## src/logic/dsp_pkg.sv

```systemverilog
package dsp_pkg;

    // Word and filter geometry
    localparam int num_lanes   = 4;
    localparam int ffe_length  = 3;
    localparam int chan_length = 3;

    // Raw ADC sample
    typedef logic signed [7:0] code_t;

    // FFE weight, also used for the channel estimate taps
    typedef logic signed [5:0] weight_t;

    // Equalized estimate, wide enough for a full three-tap sum
    typedef logic signed [15:0] est_t;

    // PAM4 symbol, 0 to 3
    typedef logic [1:0] sym_t;

    // Residual error after channel reconstruction
    typedef logic signed [10:0] err_t;

    typedef logic [3:0] shift_t;

    typedef logic [9:0] thresh_t;

    // Flagged lanes per word, 0 to 4
    typedef logic [2:0] count_t;

endpackage
```

## src/logic/dsp_datapath_top.sv

```systemverilog
`timescale 1ns/1ps

module dsp_datapath_top (
    input  logic             clk,
    input  logic             rst_n_i,
    input  dsp_pkg::code_t   adc_codes_i   [dsp_pkg::num_lanes-1:0],
    input  dsp_pkg::weight_t ffe_weights_i [dsp_pkg::ffe_length-1:0],
    input  dsp_pkg::shift_t  ffe_shift_i,
    input  dsp_pkg::est_t    bit_level_i,
    input  dsp_pkg::weight_t chan_taps_i   [dsp_pkg::chan_length-1:0],
    input  dsp_pkg::shift_t  chan_shift_i,
    input  dsp_pkg::thresh_t err_thresh_i,
    output dsp_pkg::sym_t    sym_o         [dsp_pkg::num_lanes-1:0],
    output dsp_pkg::err_t    res_err_o     [dsp_pkg::num_lanes-1:0],
    output logic             flags_o       [dsp_pkg::num_lanes-1:0],
    output dsp_pkg::count_t  flag_count_o
);

    localparam int lanes = dsp_pkg::num_lanes;

    // Decode stage outputs
    dsp_pkg::sym_t  dec_sym   [lanes-1:0];
    dsp_pkg::code_t dec_codes [lanes-1:0];

    // Execute stage outputs
    dsp_pkg::sym_t  exe_sym     [lanes-1:0];
    dsp_pkg::err_t  exe_res_err [lanes-1:0];

    ffe_slicer #(
        .lanes (lanes)
    ) dec_stage_i (
        .clk         (clk),
        .rst_n_i     (rst_n_i),
        .codes_i     (adc_codes_i),
        .weights_i   (ffe_weights_i),
        .ffe_shift_i (ffe_shift_i),
        .bit_level_i (bit_level_i),
        .sym_o       (dec_sym),
        .codes_o     (dec_codes)
    );

    residual_error_est #(
        .lanes (lanes)
    ) exe_stage_i (
        .clk          (clk),
        .rst_n_i      (rst_n_i),
        .sym_i        (dec_sym),
        .codes_i      (dec_codes),
        .chan_taps_i  (chan_taps_i),
        .chan_shift_i (chan_shift_i),
        .sym_o        (exe_sym),
        .res_err_o    (exe_res_err)
    );

    error_flagger #(
        .lanes (lanes)
    ) res_stage_i (
        .clk          (clk),
        .rst_n_i      (rst_n_i),
        .res_err_i    (exe_res_err),
        .err_thresh_i (err_thresh_i),
        .flags_o      (flags_o),
        .flag_count_o (flag_count_o)
    );

    // One cycle each to match the result stage register
    delay_line #(
        .payload_t (dsp_pkg::sym_t),
        .lanes     (lanes),
        .depth     (1)
    ) sym_dly_i (
        .clk     (clk),
        .rst_n_i (rst_n_i),
        .data_i  (exe_sym),
        .data_o  (sym_o)
    );

    delay_line #(
        .payload_t (dsp_pkg::err_t),
        .lanes     (lanes),
        .depth     (1)
    ) err_dly_i (
        .clk     (clk),
        .rst_n_i (rst_n_i),
        .data_i  (exe_res_err),
        .data_o  (res_err_o)
    );

endmodule

```

## src/logic/error_flagger.sv

```systemverilog
`timescale 1ns/1ps

module error_flagger #(
    parameter int lanes = dsp_pkg::num_lanes
) (
    input  logic             clk,
    input  logic             rst_n_i,
    input  dsp_pkg::err_t    res_err_i    [lanes-1:0],
    input  dsp_pkg::thresh_t err_thresh_i,
    output logic             flags_o      [lanes-1:0],
    output dsp_pkg::count_t  flag_count_o
);

    localparam int mag_w = $bits(dsp_pkg::err_t);

    logic [mag_w-1:0] mag    [lanes-1:0];
    logic             flag_d [lanes-1:0];
    dsp_pkg::count_t  count_d;

    // Magnitude is unsigned, so the most negative error still fits
    always_comb begin
        count_d = '0;
        for (int l = 0; l < lanes; l++) begin
            if (res_err_i[l] < 0) begin
                mag[l] = mag_w'(-res_err_i[l]);
            end else begin
                mag[l] = mag_w'(res_err_i[l]);
            end
            flag_d[l] = mag[l] > err_thresh_i;
            count_d   = count_d + dsp_pkg::count_t'(flag_d[l]);
        end
    end

    always_ff @(posedge clk) begin
        if (!rst_n_i) begin
            for (int l = 0; l < lanes; l++) begin
                flags_o[l] <= 1'b0;
            end
            flag_count_o <= '0;
        end else begin
            flags_o      <= flag_d;
            flag_count_o <= count_d;
        end
    end

endmodule

```

## src/logic/residual_error_est.sv

```systemverilog
`timescale 1ns/1ps

module residual_error_est #(
    parameter int lanes = dsp_pkg::num_lanes
) (
    input  logic             clk,
    input  logic             rst_n_i,
    input  dsp_pkg::sym_t    sym_i        [lanes-1:0],
    input  dsp_pkg::code_t   codes_i      [lanes-1:0],
    input  dsp_pkg::weight_t chan_taps_i  [dsp_pkg::chan_length-1:0],
    input  dsp_pkg::shift_t  chan_shift_i,
    output dsp_pkg::sym_t    sym_o        [lanes-1:0],
    output dsp_pkg::err_t    res_err_o    [lanes-1:0]
);

    localparam int hist_len = dsp_pkg::chan_length - 1;

    dsp_pkg::sym_t hist_q    [hist_len-1:0];
    dsp_pkg::sym_t window    [lanes+hist_len-1:0];
    dsp_pkg::err_t res_err_d [lanes-1:0];

    // Symbol to PAM4 level: -3, -1, +1, +3
    function automatic dsp_pkg::err_t pam4_value(input dsp_pkg::sym_t s);
        return dsp_pkg::err_t'({1'b0, s}) * 2 - 3;
    endfunction

    always_ff @(posedge clk) begin
        if (!rst_n_i) begin
            for (int h = 0; h < hist_len; h++) begin
                hist_q[h] <= '0;
            end
        end else begin
            for (int h = 0; h < hist_len; h++) begin
                hist_q[h] <= sym_i[lanes-hist_len+h];
            end
        end
    end

    always_comb begin
        for (int h = 0; h < hist_len; h++) begin
            window[h] = hist_q[h];
        end
        for (int l = 0; l < lanes; l++) begin
            window[hist_len+l] = sym_i[l];
        end
    end

    // Expected code from the channel estimate, then the leftover
    always_comb begin
        dsp_pkg::err_t acc;
        for (int l = 0; l < lanes; l++) begin
            acc = '0;
            for (int k = 0; k < dsp_pkg::chan_length; k++) begin
                acc = acc + pam4_value(window[hist_len+l-k])
                          * dsp_pkg::err_t'(chan_taps_i[k]);
            end
            res_err_d[l] = dsp_pkg::err_t'(codes_i[l]) - (acc >>> chan_shift_i);
        end
    end

    always_ff @(posedge clk) begin
        if (!rst_n_i) begin
            for (int l = 0; l < lanes; l++) begin
                sym_o[l]     <= '0;
                res_err_o[l] <= '0;
            end
        end else begin
            sym_o     <= sym_i;
            res_err_o <= res_err_d;
        end
    end

endmodule

```

## src/logic/ffe_slicer.sv

```systemverilog
`timescale 1ns/1ps

module ffe_slicer #(
    parameter int lanes = dsp_pkg::num_lanes
) (
    input  logic             clk,
    input  logic             rst_n_i,
    input  dsp_pkg::code_t   codes_i     [lanes-1:0],
    input  dsp_pkg::weight_t weights_i   [dsp_pkg::ffe_length-1:0],
    input  dsp_pkg::shift_t  ffe_shift_i,
    input  dsp_pkg::est_t    bit_level_i,
    output dsp_pkg::sym_t    sym_o       [lanes-1:0],
    output dsp_pkg::code_t   codes_o     [lanes-1:0]
);

    localparam int hist_len = dsp_pkg::ffe_length - 1;

    dsp_pkg::code_t codes_q [lanes-1:0];
    dsp_pkg::code_t hist_q  [hist_len-1:0];
    // Oldest history first, then the current word
    dsp_pkg::code_t window  [lanes+hist_len-1:0];
    dsp_pkg::est_t  est     [lanes-1:0];
    dsp_pkg::sym_t  sym_d   [lanes-1:0];

    // Input register plus the tail of the previous word
    always_ff @(posedge clk) begin
        if (!rst_n_i) begin
            for (int l = 0; l < lanes; l++) begin
                codes_q[l] <= '0;
            end
            for (int h = 0; h < hist_len; h++) begin
                hist_q[h] <= '0;
            end
        end else begin
            codes_q <= codes_i;
            for (int h = 0; h < hist_len; h++) begin
                hist_q[h] <= codes_q[lanes-hist_len+h];
            end
        end
    end

    always_comb begin
        for (int h = 0; h < hist_len; h++) begin
            window[h] = hist_q[h];
        end
        for (int l = 0; l < lanes; l++) begin
            window[hist_len+l] = codes_q[l];
        end
    end

    // Tap k looks k samples back
    always_comb begin
        dsp_pkg::est_t acc;
        for (int l = 0; l < lanes; l++) begin
            acc = '0;
            for (int k = 0; k < dsp_pkg::ffe_length; k++) begin
                acc = acc + dsp_pkg::est_t'(weights_i[k])
                          * dsp_pkg::est_t'(window[hist_len+l-k]);
            end
            est[l] = acc >>> ffe_shift_i;
        end
    end

    // PAM4 decision against +L, 0 and -L
    always_comb begin
        for (int l = 0; l < lanes; l++) begin
            if (est[l] >= bit_level_i) begin
                sym_d[l] = 2'd3;
            end else if (est[l] >= 0) begin
                sym_d[l] = 2'd2;
            end else if (est[l] >= -bit_level_i) begin
                sym_d[l] = 2'd1;
            end else begin
                sym_d[l] = 2'd0;
            end
        end
    end

    always_ff @(posedge clk) begin
        if (!rst_n_i) begin
            for (int l = 0; l < lanes; l++) begin
                sym_o[l]   <= '0;
                codes_o[l] <= '0;
            end
        end else begin
            sym_o   <= sym_d;
            codes_o <= codes_q;
        end
    end

endmodule

```

## src/logic/delay_line.sv

```systemverilog
`timescale 1ns/1ps

module delay_line #(
    parameter type payload_t = logic,
    parameter int  lanes     = 1,
    parameter int  depth     = 1
) (
    input  logic     clk,
    input  logic     rst_n_i,
    input  payload_t data_i [lanes-1:0],
    output payload_t data_o [lanes-1:0]
);

    // Stage 0 is the newest
    payload_t stage_q [depth-1:0][lanes-1:0];

    always_ff @(posedge clk) begin
        if (!rst_n_i) begin
            for (int d = 0; d < depth; d++) begin
                for (int l = 0; l < lanes; l++) begin
                    stage_q[d][l] <= '0;
                end
            end
        end else begin
            stage_q[0] <= data_i;
            for (int d = 1; d < depth; d++) begin
                stage_q[d] <= stage_q[d-1];
            end
        end
    end

    assign data_o = stage_q[depth-1];

endmodule

```

## config.mk

```make
export PLATFORM = sky130hd
export DESIGN_NAME = dsp_datapath_top
export DESIGN_NICKNAME = d
export VERILOG_FILES = /design/src/logic/dsp_pkg.sv /design/src/logic/dsp_datapath_top.sv /design/src/logic/error_flagger.sv /design/src/logic/residual_error_est.sv /design/src/logic/ffe_slicer.sv /design/src/logic/delay_line.sv
export SDC_FILE = /design/constraint.sdc
export NUM_CORES = 2
export LEC_CHECK = 0
export ABC_AREA = 1
export BUFFER_PORTS_ARGS = -buffer_cell sky130_fd_sc_hd__buf_2
export CAP_MARGIN = 20
export CORE_ASPECT_RATIO = 0.5
export CORE_MARGIN = 4
export CORE_UTILIZATION = 33
export DETAILED_ROUTE_END_ITERATION = 7
export SYNTH_ARGS = -nofsm -noshare
export SYNTH_HDL_FRONTEND = slang
export SYNTH_SLANG_ARGS = --single-unit
```

## constraint.sdc

```tcl
create_clock -name clk -period 11.2 [get_ports clk]
set_clock_uncertainty 0.2 [all_clocks]
set_input_delay 0.56 -clock clk [delete_from_list [all_inputs] [get_ports clk]]
set_output_delay 0.56 -clock clk [all_outputs]
set_load 0.01 [all_outputs]
```

**Word-level counts from Yosys, hierarchy flattened**

Memory sizes are Yosys's and may differ from the RTL's.
Index checks and enable logic that the tools add are counted.
W data, S select, Z words.

- Add/subtract/negate cells: 34
- Multipliers: 24
- Divide/modulo/power cells: 0
- Magnitude comparators: 20
- Equal/unequal tests: 0
- Shift-type cells: 8
- Muxes and demuxes: 26
- Bitwise gates (word level): 4
- Reductions and logical operators: 2

Operators with widths:

| cell | number |
|---|---|
| $mul A6 B8 Y14 | 12 |
| $add A16 B16 Y16 | 8 |
| $ge A16 B16 Y1 | 8 |
| $mul A4 B6 Y10 | 12 |
| $add A11 B11 Y11 | 8 |
| $ge A16 B1 Y1 const B | 4 |
| $sshr A16 B4 Y16 | 4 |
| $gt A11 B10 Y1 | 4 |
| $lt A11 B1 Y1 const B | 4 |
| $mux W11 | 4 |
| $mux W44 | 1 |
| $neg A11 Y11 | 4 |
| $reduce_or A44 Y1 | 1 |
| $sshr A11 B4 Y11 | 4 |
| $sub A8 B11 Y11 | 4 |
| $mux W2 | 12 |
| $mux W8 | 3 |
| $sub A3 B2 Y4 const B | 6 |
| $neg A16 Y16 | 1 |
| $reduce_or A8 Y1 | 1 |
| $add A3 B1 Y3 | 2 |
| $mux W1 | 6 |
| $or A1 B1 Y1 | 4 |
| $add A1 B1 Y2 | 1 |

- Flip-flop bits (word level): 131
- Bits in latches: 0
- Bits in writable memories: 72
- Bits in read-only memories: 0
- Logic and storage cells: 147
- Memories: 4

Memories:

| name | words | width | rd ports | clocked after memory_dff | wr ports | RTL line | source |
|---|---|---|---|---|---|---|---|
| err_dly_i.stage_q | 1 | 44 | 1 | 0 | 4 | delay_line.sv:15 | `payload_t stage_q [depth-1:0][lanes-1:0];` |
| dec_stage_i.hist_q | 2 | 8 | 2 | 0 | 2 | ffe_slicer.sv:19 | `dsp_pkg::code_t hist_q [hist_len-1:0];` |
| sym_dly_i.stage_q | 1 | 8 | 1 | 0 | 4 | delay_line.sv:15 |  |
| exe_stage_i.hist_q | 2 | 2 | 2 | 0 | 2 | residual_error_est.sv:18 | `dsp_pkg::sym_t hist_q [hist_len-1:0];` |

**Logic depth before layout (Yosys ltp)**

An unclocked memory read counts as a cell.

- Depth after elaboration: 9
- Mapped depth: 51
- Depth with buffers taken out: 49

**Modules after synthesis**

A second synthesis with hierarchy kept.

- Cell total of the unflattened synthesis: 6,960
- Area, all modules: 51,742.1 sq um

Modules (own cells, without submodules):

| module | instances | cells an instance | area an instance (sq um) |
|---|---|---|---|
| ffe_slicer | 1 | 4,370 | 32,348.5 |
| residual_error_est | 1 | 2,094 | 15,785.1 |
| error_flagger | 1 | 334 | 2,119.5 |
| delay_line (err_dly_i) | 1 | 137 | 1,263.7 |
| delay_line (sym_dly_i) | 1 | 25 | 225.2 |

**Worst setup path after synthesis**

No wires, ideal clock.

- Path type: reg-to-reg
- Start point: register dec_stage_i.codes_q[1] in the netlist's numbering
- End point: register dec_stage_i.sym_o[4] in the netlist's numbering
- Library setup time: 0.132 ns
- Arrival time: 7.352 ns
- Data required time: 10.868 ns
- Path slack: 3.516 ns
- Cell stages (with the launch flop): 41
- Period minus slack after synthesis: 7.684 ns
- Path through: dfxtp_1 > clkbuf_1 > buf_1 > nand2_1 > fa_1 > fa_1 > inv_1 > fa_1 > fa_1 > inv_1 > fa_1 > o21ai_0 > nand2_1 > nand2_1 > a21oi_1 > o21ai_0 > a21oi_1 > xor2_1 > (+5 left out) > nand2_1 > nand2_1 > a21oi_1 > nand3_1 > nand2_4 > inv_4 > nand2_1 > nand2_1 > a21oi_1 > ha_1 > a21oi_1 > o21ai_0 > a211oi_1 > o21ai_0 > nand2_1 > nand2_1 > nor2_1 > a21oi_1

- Cells in the longest elaborated chain, start to end: 7
- Elaborated cells between the ends (all ways): 9

RTL lines:

| element | RTL line | source |
|---|---|---|
| start: declaration | ffe_slicer.sv:18 | `dsp_pkg::code_t codes_q [lanes-1:0];` |
| start signal: assignment | ffe_slicer.sv:35 | `codes_q <= codes_i;` |
| $mul A6 B8 Y14 (*) | ffe_slicer.sv:58 | `* dsp_pkg::est_t'(window[hist_len+l-k]);` |
| $add A16 B16 Y16 (*) | ffe_slicer.sv:57 | `acc = acc + dsp_pkg::est_t'(weights_i[k])` |
| $sshr A16 B4 Y16 (*) | ffe_slicer.sv:60 | `est[l] = acc >>> ffe_shift_i;` |
| $ge A16 B16 Y1 | ffe_slicer.sv:71 | `end else if (est[l] >= -bit_level_i) begin` |
| $mux W1 | ffe_slicer.sv:71 |  |
| $mux W2 | ffe_slicer.sv:69 | `end else if (est[l] >= 0) begin` |
| $mux W2 (*) | ffe_slicer.sv:67 | `if (est[l] >= bit_level_i) begin` |
| end signal: assignment | ffe_slicer.sv:86 | `sym_o <= sym_d;` |
| end: declaration | ffe_slicer.sv:12 | `output dsp_pkg::sym_t sym_o [lanes-1:0],` |

Mark *: on every way between the ends. The rest lies on a longest branch, timed or not.
A chain may end at the register's enable or synchronous reset.

**Worst setup path after layout**

- Start point: register dec_stage_i.codes_q[1] in the netlist's numbering
- End point: register dec_stage_i.sym_o[5] in the netlist's numbering

- Cells in the longest elaborated chain, start to end: 6
- Elaborated cells between the ends (all ways): 7

RTL lines:

| element | RTL line |
|---|---|
| $mul A6 B8 Y14 (*) | ffe_slicer.sv:58 |
| $add A16 B16 Y16 (*) | ffe_slicer.sv:57 |
| $sshr A16 B4 Y16 (*) | ffe_slicer.sv:60 |
| $ge A16 B1 Y1 | ffe_slicer.sv:69 |
| $mux W2 | ffe_slicer.sv:69 |
| $mux W2 (*) | ffe_slicer.sv:67 |

Marks and branches as above.

==> flow_summary.toml <==
[outcome]
run_status = "complete, no violations"

[route]
routed_length_on_met2_um = 74680
drt_iter0_markers = 2745
drc = 0
highest-signal-layer = "met5"
met1_length_um = 70540
detail_route.vias_per_cell = 4.758
drtPass1Iterations = 6
drtAntennaViolNets = 0
via_count = 45620
wl_met3_um = 6412
finalWirelength_um = 156500
post_drt_wl_per_cell_um = 16.32

[sta]
finalCriticalPeriod_ns = 8.708
max_slew.worst_pin.slew_ns = 1.137
timing.max_slew.rel_slack = 0.2408
post-route-period-util = 0.7775
max_freq_mhz = 114.8
hold_violations = 0
final.setup.worst_slack_ns = 2.492
report.final.setup_viol = 0
fin_setup_tns_ns = 0
rsz0062_at_grt = "false"
slew_violations = 0

[placed_design]
numPortBuffers = 162
place.detailed.hpwl_um = 130000
gp_routability_congestion = 0.9399
preCtsSetupSlack_ns = 2.170

[synth]
syn_area_um2 = 52610
postSynthNetCount = 8991
synthCells = 7438
syn_avg_cell_area_um2 = 7.073
seq_area_frac_synth = 0.06963
asyncSetResetFlopFracSynth = 0
synth_ff_type = "sky130_fd_sc_hd__dfxtp_1"
yosys.area.top_type_share = 0.2534
synth_top_cell_by_area = "sky130_fd_sc_hd__fa_1"
synth_enable_flop_cells = 0
yosysWarningCount = 0
flip_flop_and_latch_count_after_synthesis = 183
area_contributors_post_synth = "sky130_fd_sc_hd__fa_1, sky130_fd_sc_hd__ha_1, sky130_fd_sc_hd__nand2_1, sky130_fd_sc_hd__inv_1, sky130_fd_sc_hd__dfxtp_1"
synth_cell_types = 53

[finish]
fraction_of_layout_cells_with_a_size_suffix_above_1 = 0.04113
numnets_final = 9028
synthToLayoutAreaGrowth_pct = 7.282
layout_common_cells = "sky130_fd_sc_hd__nand2_1, sky130_fd_sc_hd__inv_1, sky130_fd_sc_hd__ha_1, sky130_fd_sc_hd__fa_1, sky130_fd_sc_hd__nand3_1"
layout.cells.most_common = "sky130_fd_sc_hd__nand2_1"

[setup_path]
crit_path_end = "dec_stage_i.sym_o[5]"
worstSetupStartpoint = "dec_stage_i.codes_q[1]"
timing.critical_path.required_ns = 11.37
critical_path_peak_fanout = 17
worstPathArrival_ns = 8.87
dominant_delay_contributor_by_cell_family_on_the_critical_path = "adder cells"
path_depth = 41
register_to_register_setup_slack_ns = 2.49
path_buf_inv = 4
reg2reg_depth = 41
rr_startpoint = "dec_stage_i.codes_q[1]"
crit-reg2reg-capture = "dec_stage_i.sym_o[5]"
cp_common_cell = "sky130_fd_sc_hd__nand2_1"
worst_setup_path_end_kind = "flop"
crit_path_top_delay_cell = "sky130_fd_sc_hd__fa_1"
cp-start-kind = "flop"
worst-setup-path-type = "reg2reg"
worst_path_largest_cell_delay_ns = 0.57

[global_routing]
grt_pass1_wl_um = 252300
globalRouteOverflowTotal = 0
globalRouteTotalUtil = 0.1914
grt_start_max_net_pins = 66
vias_in_the_first_global_route = 46140
grt_antenna_before_repair = 3

[die]
die_x_um = 572.7
die_area_um2 = 166300
die-height_um = 290.3
floorplan.rows = 103
start_util = 0.3327
floorplan.io_pins = 163
core_area_um2 = 158100

[clock_network]
cts_resized = 0
clk_latency_ns = 0.54
cts-buffers-inserted = 17
cts_setup_buffers = 0
htreeDepth = 4
cts_buffer_depth = 2
cts_hold_buffers = 23
cts.sinks = 183
tritoncts_clock_tree = "done"
clkTransAtPathRegs_ns = 0.09
clk_root_buffer_cell = "sky130_fd_sc_hd__clkbuf_16"

[min_path]
min_path_type = "in2reg"

[flow_run]
number_of_max_cap_violations = 0
[state kept, by name (all words and copies together) (netlist names)]
name	cells
exe_stage_i.sym_o	7
dec_stage_i.codes_q	32
res_stage_i.flags_o	4
err_dly_i.stage_q	44
dec_stage_i.sym_o	8
res_stage_i.flag_count_o	3
exe_stage_i.res_err_o	44
dec_stage_i.codes_o	31
dec_stage_i.hist_q	1
exe_stage_i.hist_q	1
sym_dly_i.stage_q	8
[metal layers]
metal / GRT usage / up-vias
met5: 0 / -
met4: 0.05719 / 2
met3: 0.01835 / 206
li1: - / 22820
met2: 0.3327 / 941
met1: 0.2506 / 21650
[cell usage after synthesis, drive strengths merged (45+ instances only)]
| master | n |
|---|---|
| xnor2 | 167 |
| a21oi | 381 |
| nand4 | 45 |
| fa | 666 |
| inv | 1718 |
| clkbuf | 187 |
| dfxtp | 183 |
| o21ai | 226 |
| nand3 | 502 |
| ha | 783 |
| xor2 | 174 |
| nor2 | 323 |
| nand2 | 1841 |
[area by class of cell]
class                           instances  area, µm²
Timing Repair Buffer                  242       1475
Sequential cell                       183       3664
Inverter                             1730       6499
Clock inverter                         14      158.9
Multi-Input combinational cell       5301      41590
Clock buffer                           18      429.2
Tap cell                             2100       2628
Antenna cell                            1      2.502
Fill cell                           16910     101700
[metrics by stage]
stage            util  cell area [µm²]  hold WS [ns]  std cells
2_1_floorplan       -            52610        0.1905       7438
3_3_place_gp   0.3517            55620        0.1933       9533
3_5_place_dp   0.3517            55620        0.2007       9533
4_1_cts        0.3569            56440      0.007155       9588
5_1_grt        0.3569            56440       0.02700       9588
6_report       0.3569            56440       0.04111       9589
[worst min-delay path by stage]
stage	from	to	slack, ns	depth (start not counted)
6_report	adc_codes_i[31]	dec_stage_i.codes_q[31]	0.04	3
3_3_place_gp	exe_stage_i.sym_o[0]	sym_dly_i.stage_q[0][0]	0.19	2
5_1_grt	adc_codes_i[31]	dec_stage_i.codes_q[31]	0.03	3
2_1_floorplan	exe_stage_i.sym_o[0]	sym_dly_i.stage_q[0][0]	0.19	2
4_1_cts	adc_codes_i[19]	dec_stage_i.codes_q[19]	0.007	3
3_5_place_dp	exe_stage_i.sym_o[3]	sym_dly_i.stage_q[0][3]	0.20	2
[tightest hold or removal path: stages]
cell,delay [ns]
sky130_fd_sc_hd__buf_2,0.07
sky130_fd_sc_hd__nand2_1,0.04
sky130_fd_sc_hd__inv_1,0.05
[cells by family after synthesis]
family                   after synthesis  share of synthesized area
AND/OR/NAND/NOR                     2788                     0.2193
buffers and inverters               1954                     0.1400
adder cells (fa/ha/maj)             1449                     0.4396
AO/OA/AOI/OAI                        721                    0.07432
XOR/XNOR                             341                    0.05677
flip-flops                           183                    0.06963
multiplexers                           2                  0.0003805
Power is left out: the tool's default activity adds up to more than one toggle a clock period on the data nets, which glitch-free logic cannot reach.
